==> config.mk <==
export PLATFORM = sky130hd
export DESIGN_NAME = spi_flash_programmer
export DESIGN_NICKNAME = d
export VERILOG_FILES = /design/src/source/spi_prog_pkg.sv /design/src/source/spi_flash_programmer.sv /design/src/source/flash_program_sequencer.sv /design/src/source/spi_shift_engine.sv /design/src/source/spi_clock_timebase.sv /design/src/source/host_byte_buffer.sv
export SDC_FILE = /design/constraint.sdc
export NUM_CORES = 1
export LEC_CHECK = 0
export BUFFER_PORTS_ARGS = -buffer_cell sky130_fd_sc_hd__buf_2
export CORE_ASPECT_RATIO = 0.8
export CORE_MARGIN = 8
export CORE_UTILIZATION = 35
export CTS_CLUSTER_SIZE = 16
export DETAILED_ROUTE_END_ITERATION = 6
export GPL_ROUTABILITY_DRIVEN = 0
export HOLD_SLACK_MARGIN = 0.05
export MAX_ROUTING_LAYER = met4
export SYNTH_ARGS = -nofsm -noshare
export SYNTH_HDL_FRONTEND = slang
export SYNTH_SLANG_ARGS = --single-unit
export TNS_END_PERCENT = 5
==> constraint.sdc <==
create_clock -name HCLK -period 3.8 [get_ports HCLK]
set_input_delay 0.76 -clock HCLK [delete_from_list [all_inputs] [get_ports HCLK]]
set_output_delay 0.76 -clock HCLK [all_outputs]
set_load 0.02 [all_outputs]
==> src/source/spi_prog_pkg.sv <==
// SPI flash programmer definitions
package spi_prog_pkg;

   localparam int FLASH_ADDR_W   = 24;
   localparam int BYTES_PER_WORD = 4;   // Data bytes after each program command.
   localparam int BUSY_BIT       = 0;   // Status bit set while a write is in progress.

   typedef logic [7:0] byte_t;
   typedef logic [FLASH_ADDR_W-1:0] flash_addr_t;

   localparam byte_t OP_READ_STATUS  = 8'h05;
   localparam byte_t OP_WRITE_ENABLE = 8'h06;
   localparam byte_t OP_PAGE_PROGRAM = 8'h02;

   // One byte from the host.
   typedef struct packed {
      logic  valid;
      byte_t data;
   } host_byte_t;

   // Transfer request from the sequencer to the shift engine.
   typedef struct packed {
      logic        launch;       // Single cycle start pulse.
      logic [31:0] tx_bits;      // Left aligned, sent MSB first.
      logic [5:0]  bit_count;    // 8 or 32.
      logic        rx_en;        // Read one byte after the transmit bits.
      logic        hold_select;  // Keep the flash selected afterwards.
   } spi_cmd_t;

   // Transfer status back to the sequencer.
   typedef struct packed {
      logic  done;
      logic  idle;
      byte_t rx_byte;
   } spi_rsp_t;

   // Flash side pins.
   typedef struct packed {
      logic sck;
      logic sdo;
      logic ss_n;
   } spi_pins_t;

endpackage
==> src/source/spi_flash_programmer.sv <==
// SPI flash programmer top level
module spi_flash_programmer #(
   parameter int                        SPI_CLK_RATIO = 4,
   parameter int                        PROG_TIME     = 16,
   parameter int                        WORD_COUNT    = 3,
   parameter spi_prog_pkg::flash_addr_t START_ADDR    = 24'h000100,
   parameter int                        FIFO_DEPTH    = 4
) (
   input  logic                     HCLK,
   input  logic                     HRESETN,
   input  logic                     start_program,
   input  spi_prog_pkg::host_byte_t host_in,
   output logic                     credit_return,
   output logic                     done,
   input  logic                     sdi,
   output spi_prog_pkg::spi_pins_t  pins
);

   spi_prog_pkg::host_byte_t head;
   spi_prog_pkg::spi_cmd_t   cmd;
   spi_prog_pkg::spi_rsp_t   rsp;
   logic                     pop;
   logic                     edge_lo;
   logic                     edge_hi;
   logic                     clock_en;

   host_byte_buffer #(
      .FIFO_DEPTH (FIFO_DEPTH)
   ) i_host_byte_buffer (
      .HCLK          (HCLK),
      .HRESETN       (HRESETN),
      .host_in       (host_in),
      .pop           (pop),
      .head          (head),
      .credit_return (credit_return)
   );

   flash_program_sequencer #(
      .PROG_TIME  (PROG_TIME),
      .WORD_COUNT (WORD_COUNT),
      .START_ADDR (START_ADDR)
   ) i_flash_program_sequencer (
      .HCLK          (HCLK),
      .HRESETN       (HRESETN),
      .start_program (start_program),
      .head          (head),
      .pop           (pop),
      .rsp           (rsp),
      .cmd           (cmd),
      .done          (done)
   );

   spi_shift_engine i_spi_shift_engine (
      .HCLK     (HCLK),
      .HRESETN  (HRESETN),
      .cmd      (cmd),
      .edge_lo  (edge_lo),
      .edge_hi  (edge_hi),
      .sdi      (sdi),
      .clock_en (clock_en),
      .sdo      (pins.sdo),
      .ss_n     (pins.ss_n),
      .rsp      (rsp)
   );

   spi_clock_timebase #(
      .SPI_CLK_RATIO (SPI_CLK_RATIO)
   ) i_spi_clock_timebase (
      .HCLK     (HCLK),
      .HRESETN  (HRESETN),
      .clock_en (clock_en),
      .edge_lo  (edge_lo),
      .edge_hi  (edge_hi),
      .sck      (pins.sck)
   );

endmodule

==> src/source/flash_program_sequencer.sv <==
// Flash page program sequencer
module flash_program_sequencer #(
   parameter int                        PROG_TIME  = 16,
   parameter int                        WORD_COUNT = 4,
   parameter spi_prog_pkg::flash_addr_t START_ADDR = '0
) (
   input  logic                     HCLK,
   input  logic                     HRESETN,
   input  logic                     start_program,
   input  spi_prog_pkg::host_byte_t head,
   output logic                     pop,
   input  spi_prog_pkg::spi_rsp_t   rsp,
   output spi_prog_pkg::spi_cmd_t   cmd,
   output logic                     done
);

   localparam int WORD_W = (WORD_COUNT > 1) ? $clog2(WORD_COUNT) : 1;
   localparam int BYTE_W = $clog2(spi_prog_pkg::BYTES_PER_WORD);
   localparam int WAIT_W = (PROG_TIME > 0) ? $clog2(PROG_TIME + 1) : 1;

   localparam spi_prog_pkg::flash_addr_t FLASH_STEP =
      spi_prog_pkg::flash_addr_t'(spi_prog_pkg::BYTES_PER_WORD);  // Address step per word.

   typedef enum logic [2:0] {
      ST_IDLE,
      ST_STATUS,
      ST_WREN,
      ST_PROG_WAIT,
      ST_PROGRAM,
      ST_DATA,
      ST_FINISHED
   } state_t;

   state_t                    state;
   spi_prog_pkg::flash_addr_t addr;
   logic [WORD_W-1:0]         word_cnt;
   logic [BYTE_W-1:0]         byte_cnt;
   logic [WAIT_W-1:0]         wait_cnt;
   logic                      waiting;    // Transfer launched, done not yet seen.
   logic                      launch_ok;
   logic                      last_byte;
   logic                      last_word;

   assign launch_ok = !waiting && rsp.idle;
   assign last_byte = (byte_cnt == BYTE_W'(spi_prog_pkg::BYTES_PER_WORD - 1));
   assign last_word = (word_cnt == WORD_W'(WORD_COUNT - 1));
   assign done      = (state == ST_FINISHED);

   always_comb
   begin
      cmd = '0;
      pop = 1'b0;
      case (state)
         ST_STATUS:
         begin
            cmd.tx_bits   = {spi_prog_pkg::OP_READ_STATUS, 24'h0};
            cmd.bit_count = 6'd8;
            cmd.rx_en     = 1'b1;
            cmd.launch    = launch_ok;
         end
         ST_WREN:
         begin
            cmd.tx_bits   = {spi_prog_pkg::OP_WRITE_ENABLE, 24'h0};
            cmd.bit_count = 6'd8;
            cmd.launch    = launch_ok;
         end
         ST_PROGRAM:
         begin
            cmd.tx_bits     = {spi_prog_pkg::OP_PAGE_PROGRAM, addr};
            cmd.bit_count   = 6'd32;
            cmd.hold_select = 1'b1;  // Data bytes follow in the same frame.
            cmd.launch      = launch_ok;
         end
         ST_DATA:
         begin
            cmd.tx_bits     = {head.data, 24'h0};
            cmd.bit_count   = 6'd8;
            cmd.hold_select = !last_byte;
            cmd.launch      = launch_ok && head.valid;  // Stall with select low.
            pop             = cmd.launch;
         end
         default:
         begin
            cmd = '0;
         end
      endcase
   end

   always_ff @(posedge HCLK or negedge HRESETN)
   begin
      if (!HRESETN)
      begin
         state    <= ST_IDLE;
         addr     <= START_ADDR;
         word_cnt <= '0;
         byte_cnt <= '0;
         wait_cnt <= '0;
         waiting  <= 1'b0;
      end
      else
      begin
         if (cmd.launch)
         begin
            waiting <= 1'b1;
         end
         case (state)
            ST_IDLE:
            begin
               if (start_program)
               begin
                  addr     <= START_ADDR;
                  word_cnt <= '0;
                  byte_cnt <= '0;
                  state    <= ST_STATUS;
               end
            end
            ST_STATUS:
            begin
               if (waiting && rsp.done)
               begin
                  waiting <= 1'b0;
                  if (!rsp.rx_byte[spi_prog_pkg::BUSY_BIT])
                  begin
                     state <= ST_WREN;
                  end
               end
            end
            ST_WREN:
            begin
               if (waiting && rsp.done)
               begin
                  waiting  <= 1'b0;
                  wait_cnt <= '0;
                  state    <= ST_PROG_WAIT;
               end
            end
            ST_PROG_WAIT:
            begin
               // Count starts once the write enable frame is deselected.
               if (!rsp.idle)
               begin
                  wait_cnt <= '0;
               end
               else if (wait_cnt == WAIT_W'(PROG_TIME))
               begin
                  state <= ST_PROGRAM;
               end
               else
               begin
                  wait_cnt <= wait_cnt + 1'b1;
               end
            end
            ST_PROGRAM:
            begin
               if (waiting && rsp.done)
               begin
                  waiting  <= 1'b0;
                  byte_cnt <= '0;
                  state    <= ST_DATA;
               end
            end
            ST_DATA:
            begin
               if (waiting && rsp.done)
               begin
                  waiting <= 1'b0;
                  if (last_byte)
                  begin
                     byte_cnt <= '0;
                     word_cnt <= word_cnt + 1'b1;
                     addr     <= addr + FLASH_STEP;
                     state    <= last_word ? ST_FINISHED : ST_STATUS;
                  end
                  else
                  begin
                     byte_cnt <= byte_cnt + 1'b1;
                  end
               end
            end
            ST_FINISHED:
            begin
               if (!start_program)
               begin
                  state <= ST_IDLE;
               end
            end
            default:
            begin
               state <= ST_IDLE;
            end
         endcase
      end
   end

endmodule

==> src/source/spi_shift_engine.sv <==
// SPI shift engine
module spi_shift_engine (
   input  logic                   HCLK,
   input  logic                   HRESETN,
   input  spi_prog_pkg::spi_cmd_t cmd,
   input  logic                   edge_lo,
   input  logic                   edge_hi,
   input  logic                   sdi,
   output logic                   clock_en,
   output logic                   sdo,
   output logic                   ss_n,
   output spi_prog_pkg::spi_rsp_t rsp
);

   logic [31:0]         shift_reg;
   spi_prog_pkg::byte_t rx_shift;
   logic [5:0]          bit_cnt;
   logic                busy;
   logic                rx_phase;         // Receiving the status byte.
   logic                rx_en_q;
   logic                hold_q;
   logic                release_pending;  // Deselect on the next edge_lo.
   logic                done;
   logic                idle;
   logic                start_xfer;
   logic                tx_step;
   logic                rx_step;

   assign idle       = !busy && !release_pending;
   assign start_xfer = cmd.launch && idle;
   assign tx_step    = busy && edge_lo && !rx_phase && (bit_cnt != '0);
   assign rx_step    = busy && edge_hi && rx_phase && (bit_cnt != '0);

   always_ff @(posedge HCLK)
   begin
      if (start_xfer)
      begin
         shift_reg <= cmd.tx_bits;
      end
      else if (tx_step)
      begin
         shift_reg <= {shift_reg[30:0], 1'b0};  // MSB first.
      end
      if (rx_step)
      begin
         rx_shift <= {rx_shift[6:0], sdi};
      end
   end

   always_ff @(posedge HCLK or negedge HRESETN)
   begin
      if (!HRESETN)
      begin
         busy            <= 1'b0;
         rx_phase        <= 1'b0;
         rx_en_q         <= 1'b0;
         hold_q          <= 1'b0;
         release_pending <= 1'b0;
         bit_cnt         <= '0;
         ss_n            <= 1'b1;
         sdo             <= 1'b0;
         clock_en        <= 1'b0;
         done            <= 1'b0;
      end
      else
      begin
         done <= 1'b0;
         if (start_xfer)
         begin
            busy     <= 1'b1;
            rx_phase <= 1'b0;
            bit_cnt  <= cmd.bit_count;
            rx_en_q  <= cmd.rx_en;
            hold_q   <= cmd.hold_select;
            ss_n     <= 1'b0;
         end
         else if (tx_step)
         begin
            clock_en <= 1'b1;
            sdo      <= shift_reg[31];
            bit_cnt  <= bit_cnt - 1'b1;
         end
         else if (busy && edge_lo && !rx_phase && rx_en_q)
         begin
            rx_phase <= 1'b1;  // Flash answers after the opcode.
            bit_cnt  <= 6'd8;
            sdo      <= 1'b0;
         end
         else if (busy && edge_lo && (!rx_phase || bit_cnt == '0))
         begin
            busy            <= 1'b0;
            rx_phase        <= 1'b0;
            clock_en        <= 1'b0;
            done            <= 1'b1;
            release_pending <= !hold_q;
         end
         else if (rx_step)
         begin
            bit_cnt <= bit_cnt - 1'b1;
         end
         else if (release_pending && edge_lo)
         begin
            ss_n            <= 1'b1;
            release_pending <= 1'b0;
         end
      end
   end

   assign rsp.done    = done;
   assign rsp.idle    = idle;
   assign rsp.rx_byte = rx_shift;

endmodule

==> src/source/spi_clock_timebase.sv <==
// SPI clock timebase
module spi_clock_timebase #(
   parameter int SPI_CLK_RATIO = 4
) (
   input  logic HCLK,
   input  logic HRESETN,
   input  logic clock_en,
   output logic edge_lo,
   output logic edge_hi,
   output logic sck
);

   localparam int HALF  = SPI_CLK_RATIO / 2;
   localparam int CNT_W = (HALF > 1) ? $clog2(HALF) : 1;

   logic [CNT_W-1:0] half_cnt;
   logic             phase;      // High once edge_lo has fired.

   // Strobes run freely and alternate every half period.
   always_ff @(posedge HCLK or negedge HRESETN)
   begin
      if (!HRESETN)
      begin
         half_cnt <= '0;
         phase    <= 1'b0;
         edge_lo  <= 1'b0;
         edge_hi  <= 1'b0;
      end
      else if (half_cnt == CNT_W'(HALF - 1))
      begin
         half_cnt <= '0;
         phase    <= !phase;
         edge_lo  <= !phase;
         edge_hi  <= phase;
      end
      else
      begin
         half_cnt <= half_cnt + 1'b1;
         edge_lo  <= 1'b0;
         edge_hi  <= 1'b0;
      end
   end

   // Serial clock rests low whenever the engine is not shifting.
   always_ff @(posedge HCLK or negedge HRESETN)
   begin
      if (!HRESETN)
      begin
         sck <= 1'b0;
      end
      else if (clock_en)
      begin
         if (edge_hi)
         begin
            sck <= 1'b1;
         end
         else if (edge_lo)
         begin
            sck <= 1'b0;
         end
      end
   end

endmodule

==> src/source/host_byte_buffer.sv <==
// Host byte FIFO with credit return
module host_byte_buffer #(
   parameter int FIFO_DEPTH = 4
) (
   input  logic                     HCLK,
   input  logic                     HRESETN,
   input  spi_prog_pkg::host_byte_t host_in,
   input  logic                     pop,
   output spi_prog_pkg::host_byte_t head,
   output logic                     credit_return
);

   localparam int PTR_W = (FIFO_DEPTH > 1) ? $clog2(FIFO_DEPTH) : 1;
   localparam int CNT_W = $clog2(FIFO_DEPTH + 1);

   spi_prog_pkg::byte_t mem [FIFO_DEPTH];
   logic [PTR_W-1:0]    wr_ptr;
   logic [PTR_W-1:0]    rd_ptr;
   logic [CNT_W-1:0]    count;
   logic                do_pop;

   assign do_pop = pop && (count != '0);  // Ignore a pop on an empty FIFO.

   // Host credits guarantee a free slot for every valid byte.
   always_ff @(posedge HCLK)
   begin
      if (host_in.valid)
      begin
         mem[wr_ptr] <= host_in.data;
      end
   end

   always_ff @(posedge HCLK or negedge HRESETN)
   begin
      if (!HRESETN)
      begin
         wr_ptr        <= '0;
         rd_ptr        <= '0;
         count         <= '0;
         credit_return <= 1'b0;
      end
      else
      begin
         if (host_in.valid)
         begin
            wr_ptr <= (wr_ptr == PTR_W'(FIFO_DEPTH - 1)) ? '0 : wr_ptr + 1'b1;
         end
         if (do_pop)
         begin
            rd_ptr <= (rd_ptr == PTR_W'(FIFO_DEPTH - 1)) ? '0 : rd_ptr + 1'b1;
         end
         case ({host_in.valid, do_pop})
            2'b10:   count <= count + 1'b1;
            2'b01:   count <= count - 1'b1;
            default: count <= count;
         endcase
         credit_return <= do_pop;  // One credit back per byte taken.
      end
   end

   assign head.valid = (count != '0);
   assign head.data  = mem[rd_ptr];

endmodule

==> reports/summary.json <==
{
  "critPathCapture": "i_host_byte_buffer.count[2]",
  "cts_htree_levels": 4,
  "drive_above_1_share_pct": 13.95,
  "multiInputGateArea_mm2": 0.002171,
  "wire_per_inst_um": 15.60,
  "dpl.hpwl_um": 7540,
  "root_buffer": "clkbuf_16",
  "drc": 0,
  "achievable_clock_frequency_mhz": 327.1,
  "detailroute.via_count": 3817,
  "pwr_density_cell_mw_per_mm2": 598.5,
  "clock_tree_from_tritoncts": "built",
  "required_ns": 4.14,
  "floorplan.die.width_um": 161.1,
  "register_area_mm2": 0.003531,
  "slowest_delay_ns": 0.79,
  "netlist_instances": 488,
  "finalClockSkew_ns": 0.005998,
  "cts_resized": 0,
  "cts.clk_slew.worst_paths_ns": 0.06,
  "synthMostInstantiatedCell": "edfxtp_1",
  "netlist-cell-type-count": 66,
  "wl_um": 11480,
  "critical_path.startpoint_type": "flip-flop",
  "r2r_cells": 8,
  "maximum_clock_path_buffer_count": 2,
  "syn-cell-area_mm2": 0.005894,
  "post_cts.repair.setup_buffers": 0,
  "ys_seq_area_share_pct": 59.90,
  "drt-vias-per-instance": 5.186,
  "finalWorstPathRequiredPeriod_ns": 3.057,
  "gr-usage-all-layers_pct": 11.91,
  "fin_worst_hold_slack_ns": 0.3788,
  "cp-end-kind": "flip-flop",
  "ys.warnings.count": 0,
  "clock_sinks": 128,
  "rr_startpoint": "i_flash_program_sequencer.state[0]",
  "via_count_of_the_first_global_routing_pass": 3898,
  "postRouteAntennaNets": 0,
  "num_antenna_cells": 0,
  "area_growth_pct": 14.73,
  "grt_pass1_wl_um": 19640,
  "std_cell_rows": 42,
  "cts-buffers-inserted": 17,
  "slew_violations": 0,
  "worst-path-max-fanout": 22,
  "post_synth_most_frequent_cells": "edfxtp_1 (65), dfrtp_1 (61), nand2_1 (42), nor2_1 (36), o21ai_0 (32)",
  "io_pins": 18,
  "synthArstFlopShare_pct": 49.22,
  "maxCapViolations": 0,
  "syn_area_per_cell_um2": 12.08,
  "dieHeight_um": 132.1,
  "clkLatencyLatePin_ns": 0.41,
  "synth_enable_flop_cells": 65,
  "p_leak_nw": 2.660,
  "synth_area_leaders": "edfxtp_1 (33%), dfrtp_1 (26%), a22o_1 (3.7%)",
  "initial_core_util_pct": 35.72,
  "flop_and_latch_count_out_of_synthesis": 128,
  "worst_slew_margin_rel_pct": 32.04,
  "setup.worst_path.class": "flip-flop to flip-flop",
  "finalHoldViolations": 0,
  "vdd_ir_drop_max_uv": 309.7,
  "rsz_0062_raised_after_global_routing": "false",
  "drtIter0Drc": 209,
  "timing.critical_path.mode_cell": "xor2_1",
  "holdBufCountCts": 0,
  "setup_tns_ns": 0,
  "grt_max_degree": 48,
  "setup.reg_to_reg.worst_slack_ns": 0.74,
  "grt_antenna_before_repair": 0,
  "floorplan.core_area_mm2": 0.01650,
  "worst-slew-pin-transition_ns": 1.012,
  "share_of_the_synthesized_area_in_the_top_cell_type_pct": 33.11,
  "crit_arrival_ns": 3.39,
  "grt_remaining_overflow": 0,
  "synth_fp_nets": 514,
  "synth-main-ff-cell": "edfxtp_1",
  "synth_area_leader_cell": "edfxtp_1",
  "drt_first_pass_iters": 4,
  "crit_path_cell_trace": "nand3_1, nor3_1, ha_1, inv_1, fa_1, xor2_1, nor2_1, xor2_1",
  "timing.final.crit_share_pct": 80.45,
  "min_delay_path_class": "input pin to asynchronous set/reset pin",
  "endpoint_of_the_worst_register_to_register_path": "i_host_byte_buffer.count[2]",
  "final.fill_count": 1547,
  "setup_violation_total_in_the_final_timing_report": 0,
  "outcome": "complete, no violations",
  "final_net_count": 529,
  "port_buffers": 17,
  "timing.critical_path.slowest_stage_cell": "dfrtp_1",
  "crit_start": "i_flash_program_sequencer.state[0]",
  "die_area_mm2": 0.02128
}
[stage by stage]
step	instance area, um^2	setup slack (ns)	util (%)	cells	total power, mW
2_1_floorplan	5894	1.021	-	488	2.315
3_3_place_gp	6182	0.9833	37.47	704	2.467
3_5_place_dp	6182	0.7967	37.47	704	2.499
4_1_cts	6763	0.7686	40.98	736	4.089
5_1_grt	6763	0.5434	40.98	736	4.263
6_report	6763	0.7429	40.98	736	4.047
[layout by cell type, fill, tap and decap left out, types with 3 or more instances in the layout]
master | Yosys | final
edfxtp_1 | 65 | 65
dfrtp_1 | 61 | 61
nand2_1 | 42 | 42
nor2_1 | 36 | 36
o21ai_0 | 32 | 32
a22o_1 | 25 | 25
xor2_1 | 23 | 23
inv_1 | 20 | 20
clkbuf_16 | 0 | 17
buf_2 | 4 | 17
nand3_1 | 14 | 14
nand4_1 | 12 | 12
ha_1 | 12 | 12
nor3_1 | 11 | 11
and2_1 | 11 | 11
mux4_2 | 8 | 8
a21oi_1 | 8 | 8
or3_1 | 7 | 7
and3_1 | 6 | 6
buf_4 | 3 | 6
nand2b_1 | 5 | 5
mux2_2 | 5 | 5
clkinvlp_4 | 0 | 4
o31ai_1 | 3 | 3
a31oi_1 | 3 | 3
a211o_1 | 3 | 3
clkinv_1 | 0 | 3
clkinv_4 | 0 | 3
[kinds of logic after synthesis]
family / after synthesis / synth area share [%]
AO/OA/AOI/OAI: 101 / 12.35
XOR/XNOR: 24 / 3.566
adder cells (fa/ha/maj): 13 / 2.887
buffers and inverters: 47 / 3.417
flip-flops: 128 / 59.90
multiplexers: 14 / 4.182
other: 1 / 0.06362
AND/OR/NAND/NOR: 160 / 13.63
[power by group]
part / internal (mW) / switching (mW) / total [mW] / leakage [nW]
Sequential: 1.63 / 0.181 / 1.82 / 1.40
Combinational: 0.262 / 0.395 / 0.657 / 0.987
Clock: 0.977 / 0.598 / 1.58 / 0.271
Total: 2.87 / 1.17 / 4.05 / 2.66
[cell type report]
cell class	instances	area share [%]
clock inverter	14	2.091
clock buffer	18	6.494
sequential	128	52.21
timing repair buffer	23	1.924
inverter	20	1.110
tap	220	4.070
multi-input combinational	313	32.10
[worst max-delay path: cells and delay by family, from the launching register on]
family	cells	cell delay [ns]
xor gates and xnor gates	2	0.31
adders and majority gates	2	0.68
buffers and inverters	1	0.06
DFF	1	0.79
and+or+nand+nor	3	1.14
[worst min-delay path by stage]
| stage | end | startpoint | slack, ns | cells past startpoint |
|---|---|---|---|---|
| floorplan | i_spi_clock_timebase.edge_lo | i_spi_clock_timebase.phase | 0.43 | 1 |
| global placement | i_spi_clock_timebase.edge_lo | i_spi_clock_timebase.phase | 0.45 | 1 |
| detailed placement | i_spi_clock_timebase.edge_lo | i_spi_clock_timebase.phase | 0.46 | 1 |
| CTS | i_spi_clock_timebase.sck | HRESETN | 0.39 | 1 |
| global route | i_spi_shift_engine.sdo | HRESETN | 0.43 | 1 |
| finish | i_spi_shift_engine.bit_cnt[0] | HRESETN | 0.38 | 1 |
[layer usage]
metal / GRT usage [%] / share of wire (%) / vias up
met1: 15.59 / 50 / 1911
met3: 3.745 / 3.1 / 15
met4: 4.928 / 1.5 / 0
met5: - / 0 / -
li1: - / - / 1839
met2: 16.78 / 46 / 52
No activity file was read; power rests on OpenSTA's default activity.
